[config.mk]
export PLATFORM = sky130hd
export DESIGN_NAME = bt_bridge_top
export DESIGN_NICKNAME = d
export VERILOG_FILES = /design/src/bt_bridge_pkg.sv /design/src/bridge_controller.sv /design/src/bt_bridge_top.sv /design/src/response_receiver.sv /design/src/stream_sender.sv /design/src/sync_fifo.sv /design/src/uart_rx.sv /design/src/uart_tx.sv
export SDC_FILE = /design/constraint.sdc
export NUM_CORES = 1
export LEC_CHECK = 0
export BUFFER_PORTS_ARGS = -buffer_cell sky130_fd_sc_hd__buf_4
export CORE_MARGIN = 3
export CORE_UTILIZATION = 45
export DETAILED_ROUTE_END_ITERATION = 8
export PLACE_DENSITY = 0.72
export SLEW_MARGIN = 20
export SYNTH_ARGS = -nofsm -noshare
export SYNTH_HDL_FRONTEND = slang
export SYNTH_HIERARCHICAL = 1
export SYNTH_SLANG_ARGS = --single-unit
export TNS_END_PERCENT = 30
[constraint.sdc]
create_clock -name clock -period 3.45 [get_ports clock]
set_clock_uncertainty 0.05 [all_clocks]
set_input_delay 0.345 -clock clock [delete_from_list [all_inputs] [get_ports clock]]
set_output_delay 0.345 -clock clock [all_outputs]
set_load 0.1 [all_outputs]
[src/bt_bridge_pkg.sv]
/*
	Shared constants for the sensor stream to Bluetooth UART bridge
	Word and byte widths, AT reply terminator, controller state encoding
*/

`default_nettype none

package bt_bridge_pkg;

	// Sensor stream word and UART payload widths
	localparam int WORD_W = 16;
	localparam int BYTE_W = 8;

	// Byte that closes every AT reply from the module
	localparam logic [BYTE_W-1:0] LINE_FEED = 8'h0A;

	// Bridge controller states
	typedef enum logic [2:0] {
		IDLE,
		PICK,
		SEND_LOW,
		SEND_HIGH,
		GAP,
		AT_SEND,
		AT_WAIT
	} ctrl_state_t;

endpackage

`default_nettype wire

[src/bridge_controller.sv]
/*
	Bridge controller FSM and UART transmitter
	Stream words go out as two frames, low byte first, then a gap
	AT exchanges send the queued bytes and wait for the reply
*/

`timescale 1ns/1ps
`default_nettype none

module bridge_controller import bt_bridge_pkg::*; #(
	parameter int CYCLES_PER_BIT = 8,
	parameter int GAP_CYCLES = 4
) (
	input  logic              clock,
	input  logic              reset,
	input  logic              word_avail,
	input  logic [WORD_W-1:0] word,
	input  logic              at_avail,
	input  logic [BYTE_W-1:0] at_byte,
	input  logic              reply_done,
	input  logic              at_start,
	output logic              word_pop,
	output logic              at_pop,
	output logic              txd,
	output logic              at_busy
);

	localparam int GAP_W = (GAP_CYCLES > 1) ? $clog2(GAP_CYCLES) : 1;
	localparam logic [GAP_W-1:0] LAST_GAP = GAP_W'(GAP_CYCLES - 1);

	ctrl_state_t state;
	ctrl_state_t state_next;
	logic [WORD_W-1:0] word_hold;
	logic [GAP_W-1:0] gap_count;
	logic [BYTE_W-1:0] tx_data;
	logic tx_start;
	logic tx_done;
	logic tx_active;

	always_comb
	begin
		state_next = state;
		tx_start = 1'b0;
		tx_data = word_hold[BYTE_W-1:0];
		word_pop = 1'b0;
		at_pop = 1'b0;
		case (state)
			IDLE:
			begin
				// AT exchange wins over waiting stream words
				if (at_start)
					state_next = AT_SEND;
				else if (word_avail)
					state_next = PICK;
			end
			PICK:
			begin
				word_pop = 1'b1;
				tx_start = 1'b1;
				tx_data = word[BYTE_W-1:0];
				state_next = SEND_LOW;
			end
			SEND_LOW:
			begin
				if (tx_done)
				begin
					tx_start = 1'b1;
					tx_data = word_hold[WORD_W-1:BYTE_W];
					state_next = SEND_HIGH;
				end
			end
			SEND_HIGH:
			begin
				if (tx_done)
					state_next = GAP;
			end
			GAP:
			begin
				if (gap_count == LAST_GAP)
					state_next = IDLE;
			end
			AT_SEND:
			begin
				// Next byte as soon as the line is free
				if (!tx_active || tx_done)
				begin
					if (at_avail)
					begin
						tx_start = 1'b1;
						tx_data = at_byte;
						at_pop = 1'b1;
					end
					else
						state_next = AT_WAIT;
				end
			end
			AT_WAIT:
			begin
				if (reply_done)
					state_next = IDLE;
			end
			default:
				state_next = IDLE;
		endcase
	end

	always_ff @(posedge clock or posedge reset)
	begin
		if (reset)
		begin
			state <= IDLE;
			gap_count <= '0;
			tx_active <= 1'b0;
		end
		else
		begin
			state <= state_next;
			if ((state == GAP) && (state_next == GAP))
				gap_count <= gap_count + 1'b1;
			else
				gap_count <= '0;
			if (tx_start)
				tx_active <= 1'b1;
			else if (tx_done)
				tx_active <= 1'b0;
		end
	end

	// High byte kept for the second frame
	always_ff @(posedge clock)
	begin
		if (word_pop)
			word_hold <= word;
	end

	assign at_busy = (state == AT_SEND) || (state == AT_WAIT);

	uart_tx #(
		.CYCLES_PER_BIT(CYCLES_PER_BIT)
	) u_tx (
		.clock(clock),
		.reset(reset),
		.start(tx_start),
		.data(tx_data),
		.txd(txd),
		.done(tx_done)
	);

endmodule

`default_nettype wire

[src/bt_bridge_top.sv]
/*
	Sensor stream to Bluetooth UART bridge, top level
	Stream sender, response receiver and bridge controller
*/

`timescale 1ns/1ps
`default_nettype none

module bt_bridge_top import bt_bridge_pkg::*; #(
	parameter int NUM_STREAMS = 4,
	parameter int FIFO_DEPTH = 8,
	parameter int CYCLES_PER_BIT = 8,
	parameter int GAP_CYCLES = 4
) (
	input  logic                               clock,
	input  logic                               reset,
	input  logic [NUM_STREAMS-1:0][WORD_W-1:0] stream_data,
	input  logic [NUM_STREAMS-1:0]             stream_valid,
	input  logic                               at_write,
	input  logic [BYTE_W-1:0]                  at_data,
	input  logic                               at_start,
	input  logic                               resp_read,
	input  logic                               rxd,
	output logic                               txd,
	output logic [NUM_STREAMS-1:0]             stream_full,
	output logic [BYTE_W-1:0]                  resp_data,
	output logic                               resp_empty,
	output logic                               at_busy
);

	logic word_avail;
	logic [WORD_W-1:0] word;
	logic at_avail;
	logic [BYTE_W-1:0] at_byte;
	logic word_pop;
	logic at_pop;
	logic reply_done;

	stream_sender #(
		.NUM_STREAMS(NUM_STREAMS),
		.FIFO_DEPTH(FIFO_DEPTH)
	) u_sender (
		.clock(clock),
		.reset(reset),
		.stream_data(stream_data),
		.stream_valid(stream_valid),
		.stream_full(stream_full),
		.at_write(at_write),
		.at_data(at_data),
		.word_pop(word_pop),
		.at_pop(at_pop),
		.word_avail(word_avail),
		.word(word),
		.at_avail(at_avail),
		.at_byte(at_byte)
	);

	response_receiver #(
		.CYCLES_PER_BIT(CYCLES_PER_BIT),
		.FIFO_DEPTH(FIFO_DEPTH)
	) u_receiver (
		.clock(clock),
		.reset(reset),
		.rxd(rxd),
		.resp_read(resp_read),
		.resp_data(resp_data),
		.resp_empty(resp_empty),
		.reply_done(reply_done)
	);

	bridge_controller #(
		.CYCLES_PER_BIT(CYCLES_PER_BIT),
		.GAP_CYCLES(GAP_CYCLES)
	) u_controller (
		.clock(clock),
		.reset(reset),
		.word_avail(word_avail),
		.word(word),
		.at_avail(at_avail),
		.at_byte(at_byte),
		.reply_done(reply_done),
		.at_start(at_start),
		.word_pop(word_pop),
		.at_pop(at_pop),
		.txd(txd),
		.at_busy(at_busy)
	);

endmodule

`default_nettype wire

[src/response_receiver.sv]
/*
	Incoming side of the bridge
	UART receiver into the response FIFO, end-of-reply pulse on line feed
*/

`timescale 1ns/1ps
`default_nettype none

module response_receiver import bt_bridge_pkg::*; #(
	parameter int CYCLES_PER_BIT = 8,
	parameter int FIFO_DEPTH = 8
) (
	input  logic              clock,
	input  logic              reset,
	input  logic              rxd,
	input  logic              resp_read,
	output logic [BYTE_W-1:0] resp_data,
	output logic              resp_empty,
	output logic              reply_done
);

	logic [BYTE_W-1:0] rx_data;
	logic rx_valid;

	uart_rx #(
		.CYCLES_PER_BIT(CYCLES_PER_BIT)
	) u_rx (
		.clock(clock),
		.reset(reset),
		.rxd(rxd),
		.data(rx_data),
		.data_valid(rx_valid)
	);

	sync_fifo #(
		.WIDTH(BYTE_W),
		.DEPTH(FIFO_DEPTH)
	) u_resp_fifo (
		.clock(clock),
		.reset(reset),
		.push(rx_valid),
		.push_data(rx_data),
		.pop(resp_read),
		.pop_data(resp_data),
		.full(),
		.empty(resp_empty)
	);

	// Lines up with the cycle the LF byte becomes visible in the FIFO
	always_ff @(posedge clock or posedge reset)
	begin
		if (reset)
			reply_done <= 1'b0;
		else
			reply_done <= rx_valid && (rx_data == LINE_FEED);
	end

endmodule

`default_nettype wire

[src/stream_sender.sv]
/*
	Outgoing side of the bridge
	One FIFO per sensor stream, the AT command FIFO,
	and a round-robin selector over the non-empty streams
*/

`timescale 1ns/1ps
`default_nettype none

module stream_sender import bt_bridge_pkg::*; #(
	parameter int NUM_STREAMS = 4,
	parameter int FIFO_DEPTH = 8
) (
	input  logic                               clock,
	input  logic                               reset,
	input  logic [NUM_STREAMS-1:0][WORD_W-1:0] stream_data,
	input  logic [NUM_STREAMS-1:0]             stream_valid,
	output logic [NUM_STREAMS-1:0]             stream_full,
	input  logic                               at_write,
	input  logic [BYTE_W-1:0]                  at_data,
	input  logic                               word_pop,
	input  logic                               at_pop,
	output logic                               word_avail,
	output logic [WORD_W-1:0]                  word,
	output logic                               at_avail,
	output logic [BYTE_W-1:0]                  at_byte
);

	localparam int SEL_W = (NUM_STREAMS > 1) ? $clog2(NUM_STREAMS) : 1;
	localparam logic [SEL_W-1:0] LAST_STREAM = SEL_W'(NUM_STREAMS - 1);

	logic [NUM_STREAMS-1:0][WORD_W-1:0] head;
	logic [NUM_STREAMS-1:0] empty;
	logic [NUM_STREAMS-1:0] pop_sel;
	logic [SEL_W-1:0] last_served;
	logic [SEL_W-1:0] selected;
	logic [SEL_W-1:0] candidate;
	logic found;
	logic at_empty;

	for (genvar i = 0; i < NUM_STREAMS; i++)
	begin : g_stream
		assign pop_sel[i] = word_pop && (selected == SEL_W'(i));

		sync_fifo #(
			.WIDTH(WORD_W),
			.DEPTH(FIFO_DEPTH)
		) u_fifo (
			.clock(clock),
			.reset(reset),
			.push(stream_valid[i]),
			.push_data(stream_data[i]),
			.pop(pop_sel[i]),
			.pop_data(head[i]),
			.full(stream_full[i]),
			.empty(empty[i])
		);
	end

	sync_fifo #(
		.WIDTH(BYTE_W),
		.DEPTH(FIFO_DEPTH)
	) u_at_fifo (
		.clock(clock),
		.reset(reset),
		.push(at_write),
		.push_data(at_data),
		.pop(at_pop),
		.pop_data(at_byte),
		.full(),
		.empty(at_empty)
	);

	// Scan from the stream after the last one served, wrapping around
	always_comb
	begin
		selected = last_served;
		candidate = last_served;
		found = 1'b0;
		for (int i = 0; i < NUM_STREAMS; i++)
		begin
			candidate = (candidate == LAST_STREAM) ? '0 : candidate + 1'b1;
			if (!found && !empty[candidate])
			begin
				selected = candidate;
				found = 1'b1;
			end
		end
	end

	// Starts at the last stream so stream 0 goes first after reset
	always_ff @(posedge clock or posedge reset)
	begin
		if (reset)
			last_served <= LAST_STREAM;
		else if (word_pop)
			last_served <= selected;
	end

	assign word_avail = !(&empty);
	assign word = head[selected];
	assign at_avail = !at_empty;

endmodule

`default_nettype wire

[src/sync_fifo.sv]
/*
	Single-clock FIFO, first-word fall-through
	Circular buffer with occupancy count, full and empty flags
*/

`timescale 1ns/1ps
`default_nettype none

module sync_fifo #(
	parameter int WIDTH = 8,
	parameter int DEPTH = 8
) (
	input  logic             clock,
	input  logic             reset,
	input  logic             push,
	input  logic [WIDTH-1:0] push_data,
	input  logic             pop,
	output logic [WIDTH-1:0] pop_data,
	output logic             full,
	output logic             empty
);

	localparam int PTR_W = $clog2(DEPTH);
	localparam int COUNT_W = PTR_W + 1;
	localparam logic [COUNT_W-1:0] FULL_COUNT = COUNT_W'(DEPTH);

	logic [WIDTH-1:0] mem [DEPTH];
	logic [PTR_W-1:0] rd_ptr;
	logic [PTR_W-1:0] wr_ptr;
	logic [COUNT_W-1:0] count;
	logic do_push;
	logic do_pop;

	// Push while full and pop while empty are dropped
	assign do_push = push && !full;
	assign do_pop = pop && !empty;

	assign full = (count == FULL_COUNT);
	assign empty = (count == '0);
	assign pop_data = mem[rd_ptr];

	always_ff @(posedge clock)
	begin
		if (do_push)
			mem[wr_ptr] <= push_data;
	end

	always_ff @(posedge clock or posedge reset)
	begin
		if (reset)
		begin
			rd_ptr <= '0;
			wr_ptr <= '0;
			count <= '0;
		end
		else
		begin
			// Pointers wrap naturally, depth is a power of two
			if (do_push)
				wr_ptr <= wr_ptr + 1'b1;
			if (do_pop)
				rd_ptr <= rd_ptr + 1'b1;
			count <= count + COUNT_W'(do_push) - COUNT_W'(do_pop);
		end
	end

endmodule

`default_nettype wire

[src/uart_rx.sv]
/*
	8N1 UART receiver
	Two-flop input synchronizer, start edge detect, mid-bit sampling
	Frames with a low stop bit are dropped
*/

`timescale 1ns/1ps
`default_nettype none

module uart_rx import bt_bridge_pkg::*; #(
	parameter int CYCLES_PER_BIT = 8
) (
	input  logic              clock,
	input  logic              reset,
	input  logic              rxd,
	output logic [BYTE_W-1:0] data,
	output logic              data_valid
);

	localparam int CNT_W = (CYCLES_PER_BIT > 1) ? $clog2(CYCLES_PER_BIT) : 1;
	localparam logic [CNT_W-1:0] LAST_CYCLE = CNT_W'(CYCLES_PER_BIT - 1);
	localparam logic [CNT_W-1:0] HALF_CYCLE = CNT_W'(CYCLES_PER_BIT / 2 - 1);
	localparam logic [3:0] STOP_INDEX = 4'(BYTE_W + 1);

	logic rx_meta;
	logic rx_sync;
	logic rx_prev;
	logic busy;
	logic sample;
	logic [3:0] bit_index;
	logic [CNT_W-1:0] cycle_count;

	always_ff @(posedge clock or posedge reset)
	begin
		if (reset)
		begin
			rx_meta <= 1'b1;
			rx_sync <= 1'b1;
			rx_prev <= 1'b1;
		end
		else
		begin
			rx_meta <= rxd;
			rx_sync <= rx_meta;
			rx_prev <= rx_sync;
		end
	end

	// Half a bit into the start bit, then one full bit per sample
	assign sample = busy && (((bit_index == '0) && (cycle_count == HALF_CYCLE)) ||
		((bit_index != '0) && (cycle_count == LAST_CYCLE)));

	always_ff @(posedge clock or posedge reset)
	begin
		if (reset)
		begin
			busy <= 1'b0;
			bit_index <= '0;
			cycle_count <= '0;
			data_valid <= 1'b0;
		end
		else
		begin
			data_valid <= 1'b0;
			if (!busy)
			begin
				cycle_count <= '0;
				bit_index <= '0;
				if (rx_prev && !rx_sync)
					busy <= 1'b1;
			end
			else if (sample)
			begin
				cycle_count <= '0;
				if (bit_index == '0)
				begin
					// Start bit gone high again, treat as a glitch
					if (rx_sync)
						busy <= 1'b0;
					else
						bit_index <= 4'd1;
				end
				else if (bit_index == STOP_INDEX)
				begin
					busy <= 1'b0;
					data_valid <= rx_sync;
				end
				else
					bit_index <= bit_index + 1'b1;
			end
			else
				cycle_count <= cycle_count + 1'b1;
		end
	end

	// Data bits arrive LSB first
	always_ff @(posedge clock)
	begin
		if (sample && (bit_index != '0) && (bit_index != STOP_INDEX))
			data <= {rx_sync, data[BYTE_W-1:1]};
	end

endmodule

`default_nettype wire

[src/uart_tx.sv]
/*
	8N1 UART transmitter
	Start pulse loads a frame, done pulses once the stop bit has ended
*/

`timescale 1ns/1ps
`default_nettype none

module uart_tx import bt_bridge_pkg::*; #(
	parameter int CYCLES_PER_BIT = 8
) (
	input  logic              clock,
	input  logic              reset,
	input  logic              start,
	input  logic [BYTE_W-1:0] data,
	output logic              txd,
	output logic              done
);

	localparam int CNT_W = (CYCLES_PER_BIT > 1) ? $clog2(CYCLES_PER_BIT) : 1;
	localparam logic [CNT_W-1:0] LAST_CYCLE = CNT_W'(CYCLES_PER_BIT - 1);
	localparam logic [3:0] LAST_BIT = 4'(BYTE_W + 1);

	// Start bit at the bottom, stop bit at the top
	logic [BYTE_W+1:0] frame;
	logic [CNT_W-1:0] cycle_count;
	logic [3:0] bits_left;
	logic busy;

	always_ff @(posedge clock or posedge reset)
	begin
		if (reset)
		begin
			frame <= '1;
			cycle_count <= '0;
			bits_left <= '0;
			busy <= 1'b0;
			done <= 1'b0;
		end
		else
		begin
			done <= 1'b0;
			if (!busy)
			begin
				// Start requests during a frame are ignored
				if (start)
				begin
					frame <= {1'b1, data, 1'b0};
					cycle_count <= '0;
					bits_left <= LAST_BIT;
					busy <= 1'b1;
				end
			end
			else if (cycle_count == LAST_CYCLE)
			begin
				cycle_count <= '0;
				frame <= {1'b1, frame[BYTE_W+1:1]};
				if (bits_left == '0)
				begin
					busy <= 1'b0;
					done <= 1'b1;
				end
				else
					bits_left <= bits_left - 1'b1;
			end
			else
				cycle_count <= cycle_count + 1'b1;
		end
	end

	// Fill with ones keeps the line idle high between frames
	assign txd = frame[0];

endmodule

`default_nettype wire

==> results of run 1 <==
-- layout by cell type, fill, tap and decap left out, types with 9 or more instances in the layout --
cell type,n
sky130_fd_sc_hd__edfxtp_1,664
sky130_fd_sc_hd__buf_4,212
sky130_fd_sc_hd__mux4_1,132
sky130_fd_sc_hd__mux2_2,97
sky130_fd_sc_hd__dfrtp_1,85
sky130_fd_sc_hd__clkbuf_16,81
sky130_fd_sc_hd__dlygate4sd3_1,80
sky130_fd_sc_hd__inv_1,76
sky130_fd_sc_hd__mux2i_1,60
sky130_fd_sc_hd__ha_1,55
sky130_fd_sc_hd__nor2_1,43
sky130_fd_sc_hd__nand2_1,32
sky130_fd_sc_hd__mux4_2,28
sky130_fd_sc_hd__xnor2_1,26
sky130_fd_sc_hd__nand2b_1,22
sky130_fd_sc_hd__nand3_1,17
sky130_fd_sc_hd__clkinv_2,16
sky130_fd_sc_hd__nor3_2,16
sky130_fd_sc_hd__dfstp_2,14
sky130_fd_sc_hd__a21oi_1,13
sky130_fd_sc_hd__xor2_1,12
sky130_fd_sc_hd__clkinv_1,11
sky130_fd_sc_hd__bufinv_16,11
sky130_fd_sc_hd__o21ai_0,10
sky130_fd_sc_hd__clkbuf_1,9
sky130_fd_sc_hd__o22ai_1,9
sky130_fd_sc_hd__nor3_1,9
-- metal layers --
layer  part of all wire  vias to the layer above  GRT usage
met2               0.50                      418     0.2879
met4              0.034                        0    0.06798
li1                   -                     7297          -
met1               0.42                     8326     0.2293
met5                  0                        -          0
met3              0.047                      120    0.02875
-- power breakdown --
| group | internal (uW) | total [uW] | leakage, uW | switching, uW |
|---|---|---|---|---|
| clock | 5240 | 8780 | 0.00132 | 3540 |
| sequential | 11400 | 12100 | 0.00721 | 640 |
| combinational | 1860 | 4620 | 0.00528 | 2760 |
| total | 18500 | 25500 | 0.0138 | 6940 |
-- flip-flops by register name, indices dropped and copies added (netlist names), 8 cells and up --
name and flops:
u_sender/g_stream.u_fifo/mem 512, u_receiver/u_resp_fifo/mem 64, u_sender/u_at_fifo/mem 64, u_controller/word_hold 16, u_sender/g_stream.u_fifo/count 16, u_sender/g_stream.u_fifo/rd_ptr 12, u_sender/g_stream.u_fifo/wr_ptr 12, u_controller/u_tx/frame 9
u_receiver/u_rx/data 8
-- timing repair --
| item | in CTS | in global routing |
|---|---|---|
| buffers inserted | 3 | 20 |
| gates resized for setup | 6 | 56 |
| setup endpoints to repair | 11 | 20 |
| pin swaps | 2 | 16 |
| gates cloned | 0 | 3 |
| hold buffers | 80 | 0 |
| hold endpoints to repair | 672 | 0 |
-- layout make-up --
type / instances / area, um^2 / share of cell area
Multi-Input combinational cell: 731 / 9309 / 0.2417
Antenna cell: 2 / 5.005 / 0.0001300
Clock buffer: 93 / 2102 / 0.05458
Sequential cell: 763 / 22430 / 0.5825
Timing Repair Buffer: 303 / 2545 / 0.06608
Tap cell: 940 / 1176 / 0.03054
Clock inverter: 55 / 630.6 / 0.01637
Inverter: 83 / 311.5 / 0.008089
-- how the worst max path moves through the flow --
stage                                              start  cells past startpoint                              endpoint
finish                           u_sender/last_served[1]                     15  u_sender/g_stream[0].u_fifo/count[2]
CTS                 u_sender/g_stream[2].u_fifo/count[2]                     17  u_sender/g_stream[3].u_fifo/count[2]
floorplan           u_sender/g_stream[1].u_fifo/count[2]                     18  u_sender/g_stream[3].u_fifo/count[2]
global placement    u_sender/g_stream[1].u_fifo/count[2]                     17  u_sender/g_stream[0].u_fifo/count[1]
detailed placement  u_sender/g_stream[1].u_fifo/count[3]                     17  u_sender/g_stream[3].u_fifo/count[2]
global route        u_sender/g_stream[1].u_fifo/count[3]                     18  u_sender/g_stream[0].u_fifo/count[2]
-- tightest hold or removal path: stages --
cell                      delay (ns)
sky130_fd_sc_hd__buf_4          0.09
sky130_fd_sc_hd__nor2b_1        0.11
sky130_fd_sc_hd__o22ai_1        0.08
sky130_fd_sc_hd__mux2i_1        0.13
-- metrics by stage --
step                hold WS [ns]  instances
finish                    0.1380       2970
global route              0.1436       2969
CTS                      0.08880       2946
detailed placement        0.2874       2715
global placement          0.2864       2715
floorplan                0.02371       1650
==> impl_metrics.yaml, run 1 <==
place:
  gp_congestion: 0.8392
  post-place-ws_ns: -0.1538
  portBuffers: 96
  place_area_um2: 34490
  detailed_placement_wirelength_estimate_mm: 40.76
critical_path:
  timing.critical_path.required_ns: 3.91
  cp_data_arrival_time_ns: 3.96
  worstReg2RegEnd: "u_sender/g_stream[0].u_fifo/count[2]"
  category_of_the_worst_setup_path_launch_point: "flop"
  timing.critical_path.slowest_cell_delay_ns: 0.59
  crit_path_frequent_cell: "sky130_fd_sc_hd__inv_1"
  timing_worst_setup_path_type: "flop to flop"
  cp_max_fo: 8
  r2r.worst_path.cells: 15
  r2r_setup_slack_ns: -0.05
  reg2reg_from: "u_sender/last_served[1]"
  critPathSlowestCell: "sky130_fd_sc_hd__dfstp_2"
  path_cells: "ha_4, xor2_4, mux2i_2, a211oi_1, a21oi_2, buf_4, nor3b_4, nand2b_1, inv_1, ha_1, inv_1, ha_2, inv_1, fa_1, xnor2_1"
  worst_setup_path_end_kind: "flop"
  critical_path_buf_inv_count: 4
  kind_of_cell_adding_the_most_delay_to_the_critical_path: "adder cells"
grt:
  antenna_found_initial: 2
  grt_first_pass_wirelength_mm: 99.00
  grt_start_max_net_pins: 24
  global_route.usage.total: 0.1731
  grt_pass1_vias: 16833
  total_congestion_overflow_after_global_routing: 0
detailed_routing:
  route.final.wire_length_mm: 64.93
  drt_iter0_markers: 1132
  detail_route.first_pass.iterations: 4
  post-route-drc-count: 0
  vias_per_cell: 5.441
  routed_wire_length_per_instance_um: 21.86
  route.antenna.remaining_nets: 0
  dr_total_vias: 16161
outcome:
  result_of_the_run: "finished with violations"
  violations: "setup timing"
hold_path:
  min-delay-start: "at_start"
  holdPathStages: 4
  hp-class: "input port to flop"
  min_delay_worst_endpoint: "u_controller/state[2]"
sta:
  hold_viol_final: 0
  worst_setup_slack_final_ns: -0.04853
  setup_tns_ns: -0.09738
  clock.fmax_ghz: 0.2858
  rsz_0062_raised_after_global_routing: "true"
  count_of_final_setup_violators: 3
  post_route_clock_period_utilization: 1.014
  final_period_minus_worst_setup_slack_ns: 3.499
  slew_at_the_pin_closest_to_its_max_slew_limit_ns: 1.009
  finalMaxSlewViolations: 0
  timing.slew.headroom: 0.3236
layout:
  area_growth_pct: 19.62
  finalInstanceArea_um2: 38510
  post-route-util: 0.5462
  fraction_of_final_layout_cells_sized_beyond_drive_strength_1: 0.2860
  finalNetCount: 2110
  final.fill_count: 5249
die:
  floorplan.die_area_um2: 74790
  floorplan.core_area_um2: 70510
  die_width_um: 273.5
  die_h_um: 273.5
  start_util: 0.4566
  pin_count: 97
  floorplan.rows: 97
pwr:
  power.static_leakage_uw: 0.01382
  irDropWorstVdd_v: 0.001013
  p_total_uw: 25460
  pwrdens_nw_per_um2: 661.0
yosys:
  netlist_instances: 1650
  synth_nets: 1799
  netlist_area_um2: 32200
  synth_warn: 6
  syn_area_per_cell_um2: 19.51
clock_network:
  number_of_clock_buffers_inserted_by_tritoncts: 79
  path_clk_slew_ns: 0.06
  clkLatencyLatePin_ns: 0.62
  cts.htree.levels: 3
  cts_root_buf: "sky130_fd_sc_hd__clkbuf_16"
  numClockSinks: 763
  clockBufferDepth: 3
  cts_tree: "yes"
run:
  timing.max_cap.violations: 0
Power figures use the tool's default switching activity.
==> run 2: changes to the inputs <==
Settings changed: SETUP_SLACK_MARGIN from default to 0.3.
Clock period 3.45 ns to 3.1 ns, I/O delays scaled along.
==> impl_metrics.yaml, run 2 (synthesized netlist as in run 1, its figures left out) <==
run:
  timing.max_cap.violations: 0
place:
  place_area_um2: 35040
  detailed_placement_wirelength_estimate_mm: 41.61
  placed_cells_incl_taps: 2756
  gp_congestion: 0.8110
  portBuffers: 96
  post-place-ws_ns: -0.4250
die:
  die_width_um: 273.5
  start_util: 0.4566
  floorplan.core_area_um2: 70510
  floorplan.rows: 97
  pin_count: 97
  die_h_um: 273.5
  floorplan.die_area_um2: 74790
detailed_routing:
  dr_total_vias: 16484
  vias_per_cell: 5.478
  route.final.wire_length_mm: 66.85
  detail_route.first_pass.iterations: 5
  route.layer.met1.wl_mm: 28.27
  drt_iter0_markers: 1102
  post-route-drc-count: 0
  routed_wire_length_per_instance_um: 22.22
  highest-signal-layer: "met5"
  route.antenna.remaining_nets: 0
  routed-wl-met3_mm: 2.861
  met2_routed_wirelength_mm: 33.98
critical_path:
  cp_data_arrival_time_ns: 3.87
  path_cells: "ha_4, xor2_4, mux2i_2, a41oi_2, a31o_4, buf_8, mux2i_2, mux2i_1, o2bb2ai_1, a221o_1, mux2_2, o22a_1"
  worst_setup_endpoint: "u_controller/u_tx/frame[8]"
  timing_worst_setup_path_type: "flop to flop"
  critPathLaunch: "u_sender/last_served[1]"
  critPathSlowestCell: "sky130_fd_sc_hd__dfstp_2"
  category_of_the_worst_setup_path_launch_point: "flop"
  timing.critical_path.required_ns: 3.59
  worstReg2RegEnd: "u_controller/u_tx/frame[8]"
  timing.critical_path.slowest_cell_delay_ns: 0.56
  cp_max_fo: 13
  worst_setup_path_end_kind: "flop"
  reg2reg_from: "u_sender/last_served[1]"
  r2r_setup_slack_ns: -0.28
  crit_path_frequent_cell: "sky130_fd_sc_hd__mux2i_2"
  r2r.worst_path.cells: 12
grt:
  total_congestion_overflow_after_global_routing: 0
  global_route.usage.total: 0.1788
  grt_start_max_net_pins: 28
  grt_first_pass_wirelength_mm: 102.4
  antenna_found_initial: 3
  grt_pass1_vias: 17309
layout:
  final.fill_count: 5188
  ff_latch_area_um2: 22440
  multi_input_area_um2: 9671
  largest_register_ff_count: 512
  area_growth_pct: 21.99
  post_layout_nonfiller_instances: 3009
  finalNetCount: 2150
  most_common_cell_after_layout_fill_and_taps_aside: "sky130_fd_sc_hd__edfxtp_1"
  reg.largest.list: "u_sender/g_stream.u_fifo/mem x512, u_receiver/u_resp_fifo/mem x64, u_sender/u_at_fifo/mem x64"
  finalInstanceArea_um2: 39280
  fraction_of_final_layout_cells_sized_beyond_drive_strength_1: 0.3275
  registers.top_by_ff_count: "u_sender/g_stream.u_fifo/mem"
  layout_common_cells: "sky130_fd_sc_hd__edfxtp_1, sky130_fd_sc_hd__buf_4, sky130_fd_sc_hd__mux4_1, sky130_fd_sc_hd__mux2_2, sky130_fd_sc_hd__dfrtp_1"
pwr:
  comb_power_share: 0.195
  netSwitchingPower_uw: 7917
  power_frac_seq: 0.461
  portion_of_total_power_attributed_to_the_clock_network: 0.344
  power.static_leakage_uw: 0.01397
  switching_share: 0.2722
  irDropWorstVdd_v: 0.0009840
  power.internal_uw: 21170
  pwrdens_nw_per_um2: 740.6
clock_network:
  clkLatencyLatePin_ns: 0.63
  numClockSinks: 763
  cts_tree: "yes"
  cts.htree.levels: 3
  clockBufferDepth: 3
  path_clk_slew_ns: 0.06
  cts_root_buf: "sky130_fd_sc_hd__clkbuf_16"
  number_of_clock_buffers_inserted_by_tritoncts: 81
sta:
  post_route_clock_period_utilization: 1.090
  slew_at_the_pin_closest_to_its_max_slew_limit_ns: 0.8026
  final_period_minus_worst_setup_slack_ns: 3.380
  count_of_final_setup_violators: 20
  worst_setup_slack_final_ns: -0.2795
  rsz_0062_raised_after_global_routing: "true"
  finalMaxSlewViolations: 0
  clock.fmax_ghz: 0.2959
  timing.slew.headroom: 0.4638
  hold_viol_final: 0
outcome:
  result_of_the_run: "finished with violations"
  violations: "setup timing"
hold_path:
  hp-class: "input port to flop"
[run 2: worst max-delay path: cells and delay by family (launching register included)]
kind	cells	cell delay, ns
xor gates and xnor gates	1	0.23
muxes	4	0.95
AOI/OAI and AO/OA	5	1.07
buffers and inverters	1	0.18
adders and majority gates	1	0.24
DFF	1	0.56
[run 2: routing by layer]
| layer | track usage | vias up |
|---|---|---|
| met1 | 0.2366 | 8580 |
| met5 | 0 | - |
| met4 | 0.04733 | 2 |
| met3 | 0.03173 | 114 |
| li1 | - | 7381 |
| met2 | 0.3068 | 407 |
[run 2: layout make-up]
type	instances	share of cell area
multi-input combinational	730	0.2462
antenna	2	0.0001274
tap	940	0.02994
sequential	763	0.5712
inverter	83	0.007996
timing repair buffer	342	0.07327
clock inverter	47	0.01606
clock buffer	102	0.05518
[run 2: through the flow]
step | power, uW | utilization | hold WS (ns) | setup TNS (ns)
after detailed placement | 18840 | 0.4969 | 0.2588 | -6.788
after CTS | 29130 | 0.5522 | 0.08690 | -2.141
final | 29090 | 0.5570 | 0.1229 | -3.225
after global placement | 18520 | 0.4969 | 0.2547 | -1.889
after floorplan | 16920 | - | -0.01129 | -1.501
after global routing | 30270 | 0.5570 | 0.1234 | -5.819
[run 2: power by group through the flow]
stage | clock, uW | sequential [uW] | combinational (uW)
after CTS | 10200 | 13400 | 5470
after detailed placement | 0 | 13600 | 5230
after floorplan | 0 | 13400 | 3560
final | 10000 | 13400 | 5660
after global placement | 0 | 13500 | 5030
after global routing | 10600 | 13500 | 6110
[run 2: worst min path at each step]
stage / endpoint / depth (start not counted) / slack [ns] / from
final: u_controller/state[0] / 4 / 0.12 / at_start
after global placement: u_receiver/reply_done / 2 / 0.25 / reset
after detailed placement: u_receiver/reply_done / 2 / 0.26 / reset
after floorplan: u_receiver/reply_done / 1 / -0.01 / reset
after global routing: u_controller/state[0] / 4 / 0.12 / at_start
after CTS: u_controller/state[2] / 4 / 0.09 / at_start
[run 2: timing repair]
action	in CTS	in global routing
cloned	0	1
setup buffers	11	10
hold buffers	80	0
pin swaps	5	16
resized for setup	47	51
endpoints found under the setup margin	47	50
hold endpoints to repair	672	0
==> run 3: changes to the inputs <==
Settings changed: CELL_PAD_IN_SITES_DETAIL_PLACEMENT from default to 1, CELL_PAD_IN_SITES_GLOBAL_PLACEMENT from default to 1, PLACE_DENSITY 0.72 to 0.79, RECOVER_POWER from default to 100.
==> impl_metrics.yaml, run 3 (synthesized netlist as in run 1, its figures left out) <==
detailed_routing:
  route.antenna.remaining_nets: 0
  routed_wire_length_per_instance_um: 29.10
  dr_total_vias: 17671
  drt_iter0_markers: 1549
  post-route-drc-count: 0
  route.final.wire_length_mm: 88.65
  vias_per_cell: 5.801
  detail_route.first_pass.iterations: 5
die:
  pin_count: 97
  floorplan.core_area_um2: 70510
  die_width_um: 273.5
  start_util: 0.4566
  floorplan.die_area_um2: 74790
  die_h_um: 273.5
  floorplan.rows: 97
layout:
  finalNetCount: 2185
  largest_register_ff_count: 512
  final.fill_count: 6116
  multi_input_area_um2: 9781
  layout_common_cells: "sky130_fd_sc_hd__edfxtp_1, sky130_fd_sc_hd__buf_4, sky130_fd_sc_hd__mux4_1, sky130_fd_sc_hd__mux2_2, sky130_fd_sc_hd__clkbuf_1"
  most_common_cell_after_layout_fill_and_taps_aside: "sky130_fd_sc_hd__edfxtp_1"
  ff_latch_area_um2: 22440
  area_growth_pct: 22.79
  finalInstanceArea_um2: 39540
  fraction_of_final_layout_cells_sized_beyond_drive_strength_1: 0.3108
  registers.top_by_ff_count: "u_sender/g_stream.u_fifo/mem"
  reg.largest.list: "u_sender/g_stream.u_fifo/mem x512, u_receiver/u_resp_fifo/mem x64, u_sender/u_at_fifo/mem x64"
  post_layout_nonfiller_instances: 3046
sta:
  slew_at_the_pin_closest_to_its_max_slew_limit_ns: 1.405
  finalMaxSlewViolations: 0
  timing.slew.headroom: 0.06316
  rsz_0062_raised_after_global_routing: "true"
  clock.fmax_ghz: 0.2705
  count_of_final_setup_violators: 36
  hold_viol_final: 0
  worst_setup_slack_final_ns: -0.5964
  post_route_clock_period_utilization: 1.192
  final_period_minus_worst_setup_slack_ns: 3.696
pwr:
  pwrdens_nw_per_um2: 756.5
  irDropWorstVdd_v: 0.0007822
  power.static_leakage_uw: 0.01397
  p_total_uw: 29910
grt:
  grt_pass1_vias: 19118
  grt_first_pass_wirelength_mm: 122.6
  global_route.usage.total: 0.2187
  total_congestion_overflow_after_global_routing: 0
  antenna_found_initial: 3
  grt_start_max_net_pins: 34
clock_network:
  path_clk_slew_ns: 0.07
  cts.htree.levels: 3
  cts_tree: "yes"
  number_of_clock_buffers_inserted_by_tritoncts: 81
  clockBufferDepth: 3
  clkLatencyLatePin_ns: 0.67
  cts_root_buf: "sky130_fd_sc_hd__clkbuf_16"
  numClockSinks: 763
critical_path:
  crit_path_frequent_cell: "sky130_fd_sc_hd__inv_2"
  cp_max_fo: 5
  path_cells: "inv_2, ha_4, nor3b_4, buf_4, nor3b_2, o2111ai_1, a21oi_2, buf_6, buf_6, and3_4, nand2b_4, inv_2, ha_4, inv_2, ha_4, inv_2, fa_2, xnor2_1"
  worst_setup_path_end_kind: "flop"
  critPathSlowestCell: "sky130_fd_sc_hd__dfrtp_1"
  timing.critical_path.slowest_cell_delay_ns: 0.42
  kind_of_cell_adding_the_most_delay_to_the_critical_path: "simple AND/OR/NAND/NOR gates"
  cp_data_arrival_time_ns: 4.19
  category_of_the_worst_setup_path_launch_point: "flop"
  critical_path_buf_inv_count: 7
  r2r_setup_slack_ns: -0.60
  timing.critical_path.required_ns: 3.59
  timing_worst_setup_path_type: "flop to flop"
place:
  place_area_um2: 35130
  placed_cells_incl_taps: 2761
  portBuffers: 96
  detailed_placement_wirelength_estimate_mm: 48.98
  gp_congestion: 0.8308
outcome:
  result_of_the_run: "finished with violations"
  violations: "setup timing"
run:
  timing.max_cap.violations: 0
hold_path:
  hp-class: "input port to flop"
-- run 3: per-stage QoR --
stage               hold WS, ns  worst slack [ns]    util  TNS (ns)
finish                   0.1131           -0.5964  0.5607    -11.68
global route             0.1110           -0.6945  0.5607    -12.76
CTS                     0.07611           -0.3541  0.5556    -5.445
detailed placement       0.2646           -0.5566  0.4981    -7.764
global placement         0.2654           -0.2978  0.4981    -3.718
floorplan              -0.01129           -0.2080       -    -1.501
-- run 3: layout make-up --
| class | instances | share of cell area |
|---|---|---|
| antenna | 2 | 0.0001266 |
| clock buffer | 105 | 0.05586 |
| clock inverter | 46 | 0.01364 |
| inverter | 83 | 0.008197 |
| multi-input combinational | 730 | 0.2474 |
| sequential | 763 | 0.5675 |
| tap | 940 | 0.02975 |
| timing repair buffer | 377 | 0.07757 |
-- run 3: path summary, 6_finish.rpt --
path	start	to	cells after the start
min in group asynchronous	reset	u_receiver/reply_done	3
max	u_sender/g_stream[2].u_fifo/count[2]	u_sender/g_stream[3].u_fifo/count[2]	18
min	at_start	u_controller/state[0]	4
max in group asynchronous	reset	u_controller/u_tx/cycle_count[1]	3
max reg2reg	u_sender/g_stream[2].u_fifo/count[2]	u_sender/g_stream[3].u_fifo/count[2]	18
min reg2reg	u_receiver/u_rx/rx_meta	u_receiver/u_rx/rx_sync	0
-- run 3: worst register-to-register path, delay by kind of cell (launching register included) --
kind / cells / cell delay, ns
DFF: 1 / 0.42
AOI/OAI and AO/OA: 2 / 0.45
and+or+nand+nor: 4 / 0.86
buffers and inverters: 7 / 0.74
adders and majority gates: 4 / 0.82
xor gates and xnor gates: 1 / 0.23
-- run 3: repair_timing --
item / CTS / global route
hold endpoints to repair: 672 / 0
pin swaps: 10 / 26
buffers inserted: 24 / 25
hold buffers: 80 / 0
endpoints found under the setup margin: 54 / 64
gates cloned: 1 / 2
gates resized for setup: 62 / 96
-- run 3: routing by layer --
metal  wire length (um)  part of all wire  global-route usage
met4               3418             0.039             0.08272
met5                  7          0.000079                   0
met3               4473             0.050             0.03208
met2              46740              0.53              0.3895
met1              34010              0.38              0.2704
-- run 3: where the power goes --
| group | switching [uW] | total [uW] | internal [uW] | leakage (uW) |
|---|---|---|---|---|
| registers | 850 | 13600 | 12700 | 0.00721 |
| clock network | 4320 | 10100 | 5780 | 0.00135 |
| logic | 3750 | 6230 | 2480 | 0.00541 |
| total | 8920 | 29900 | 21000 | 0.0140 |
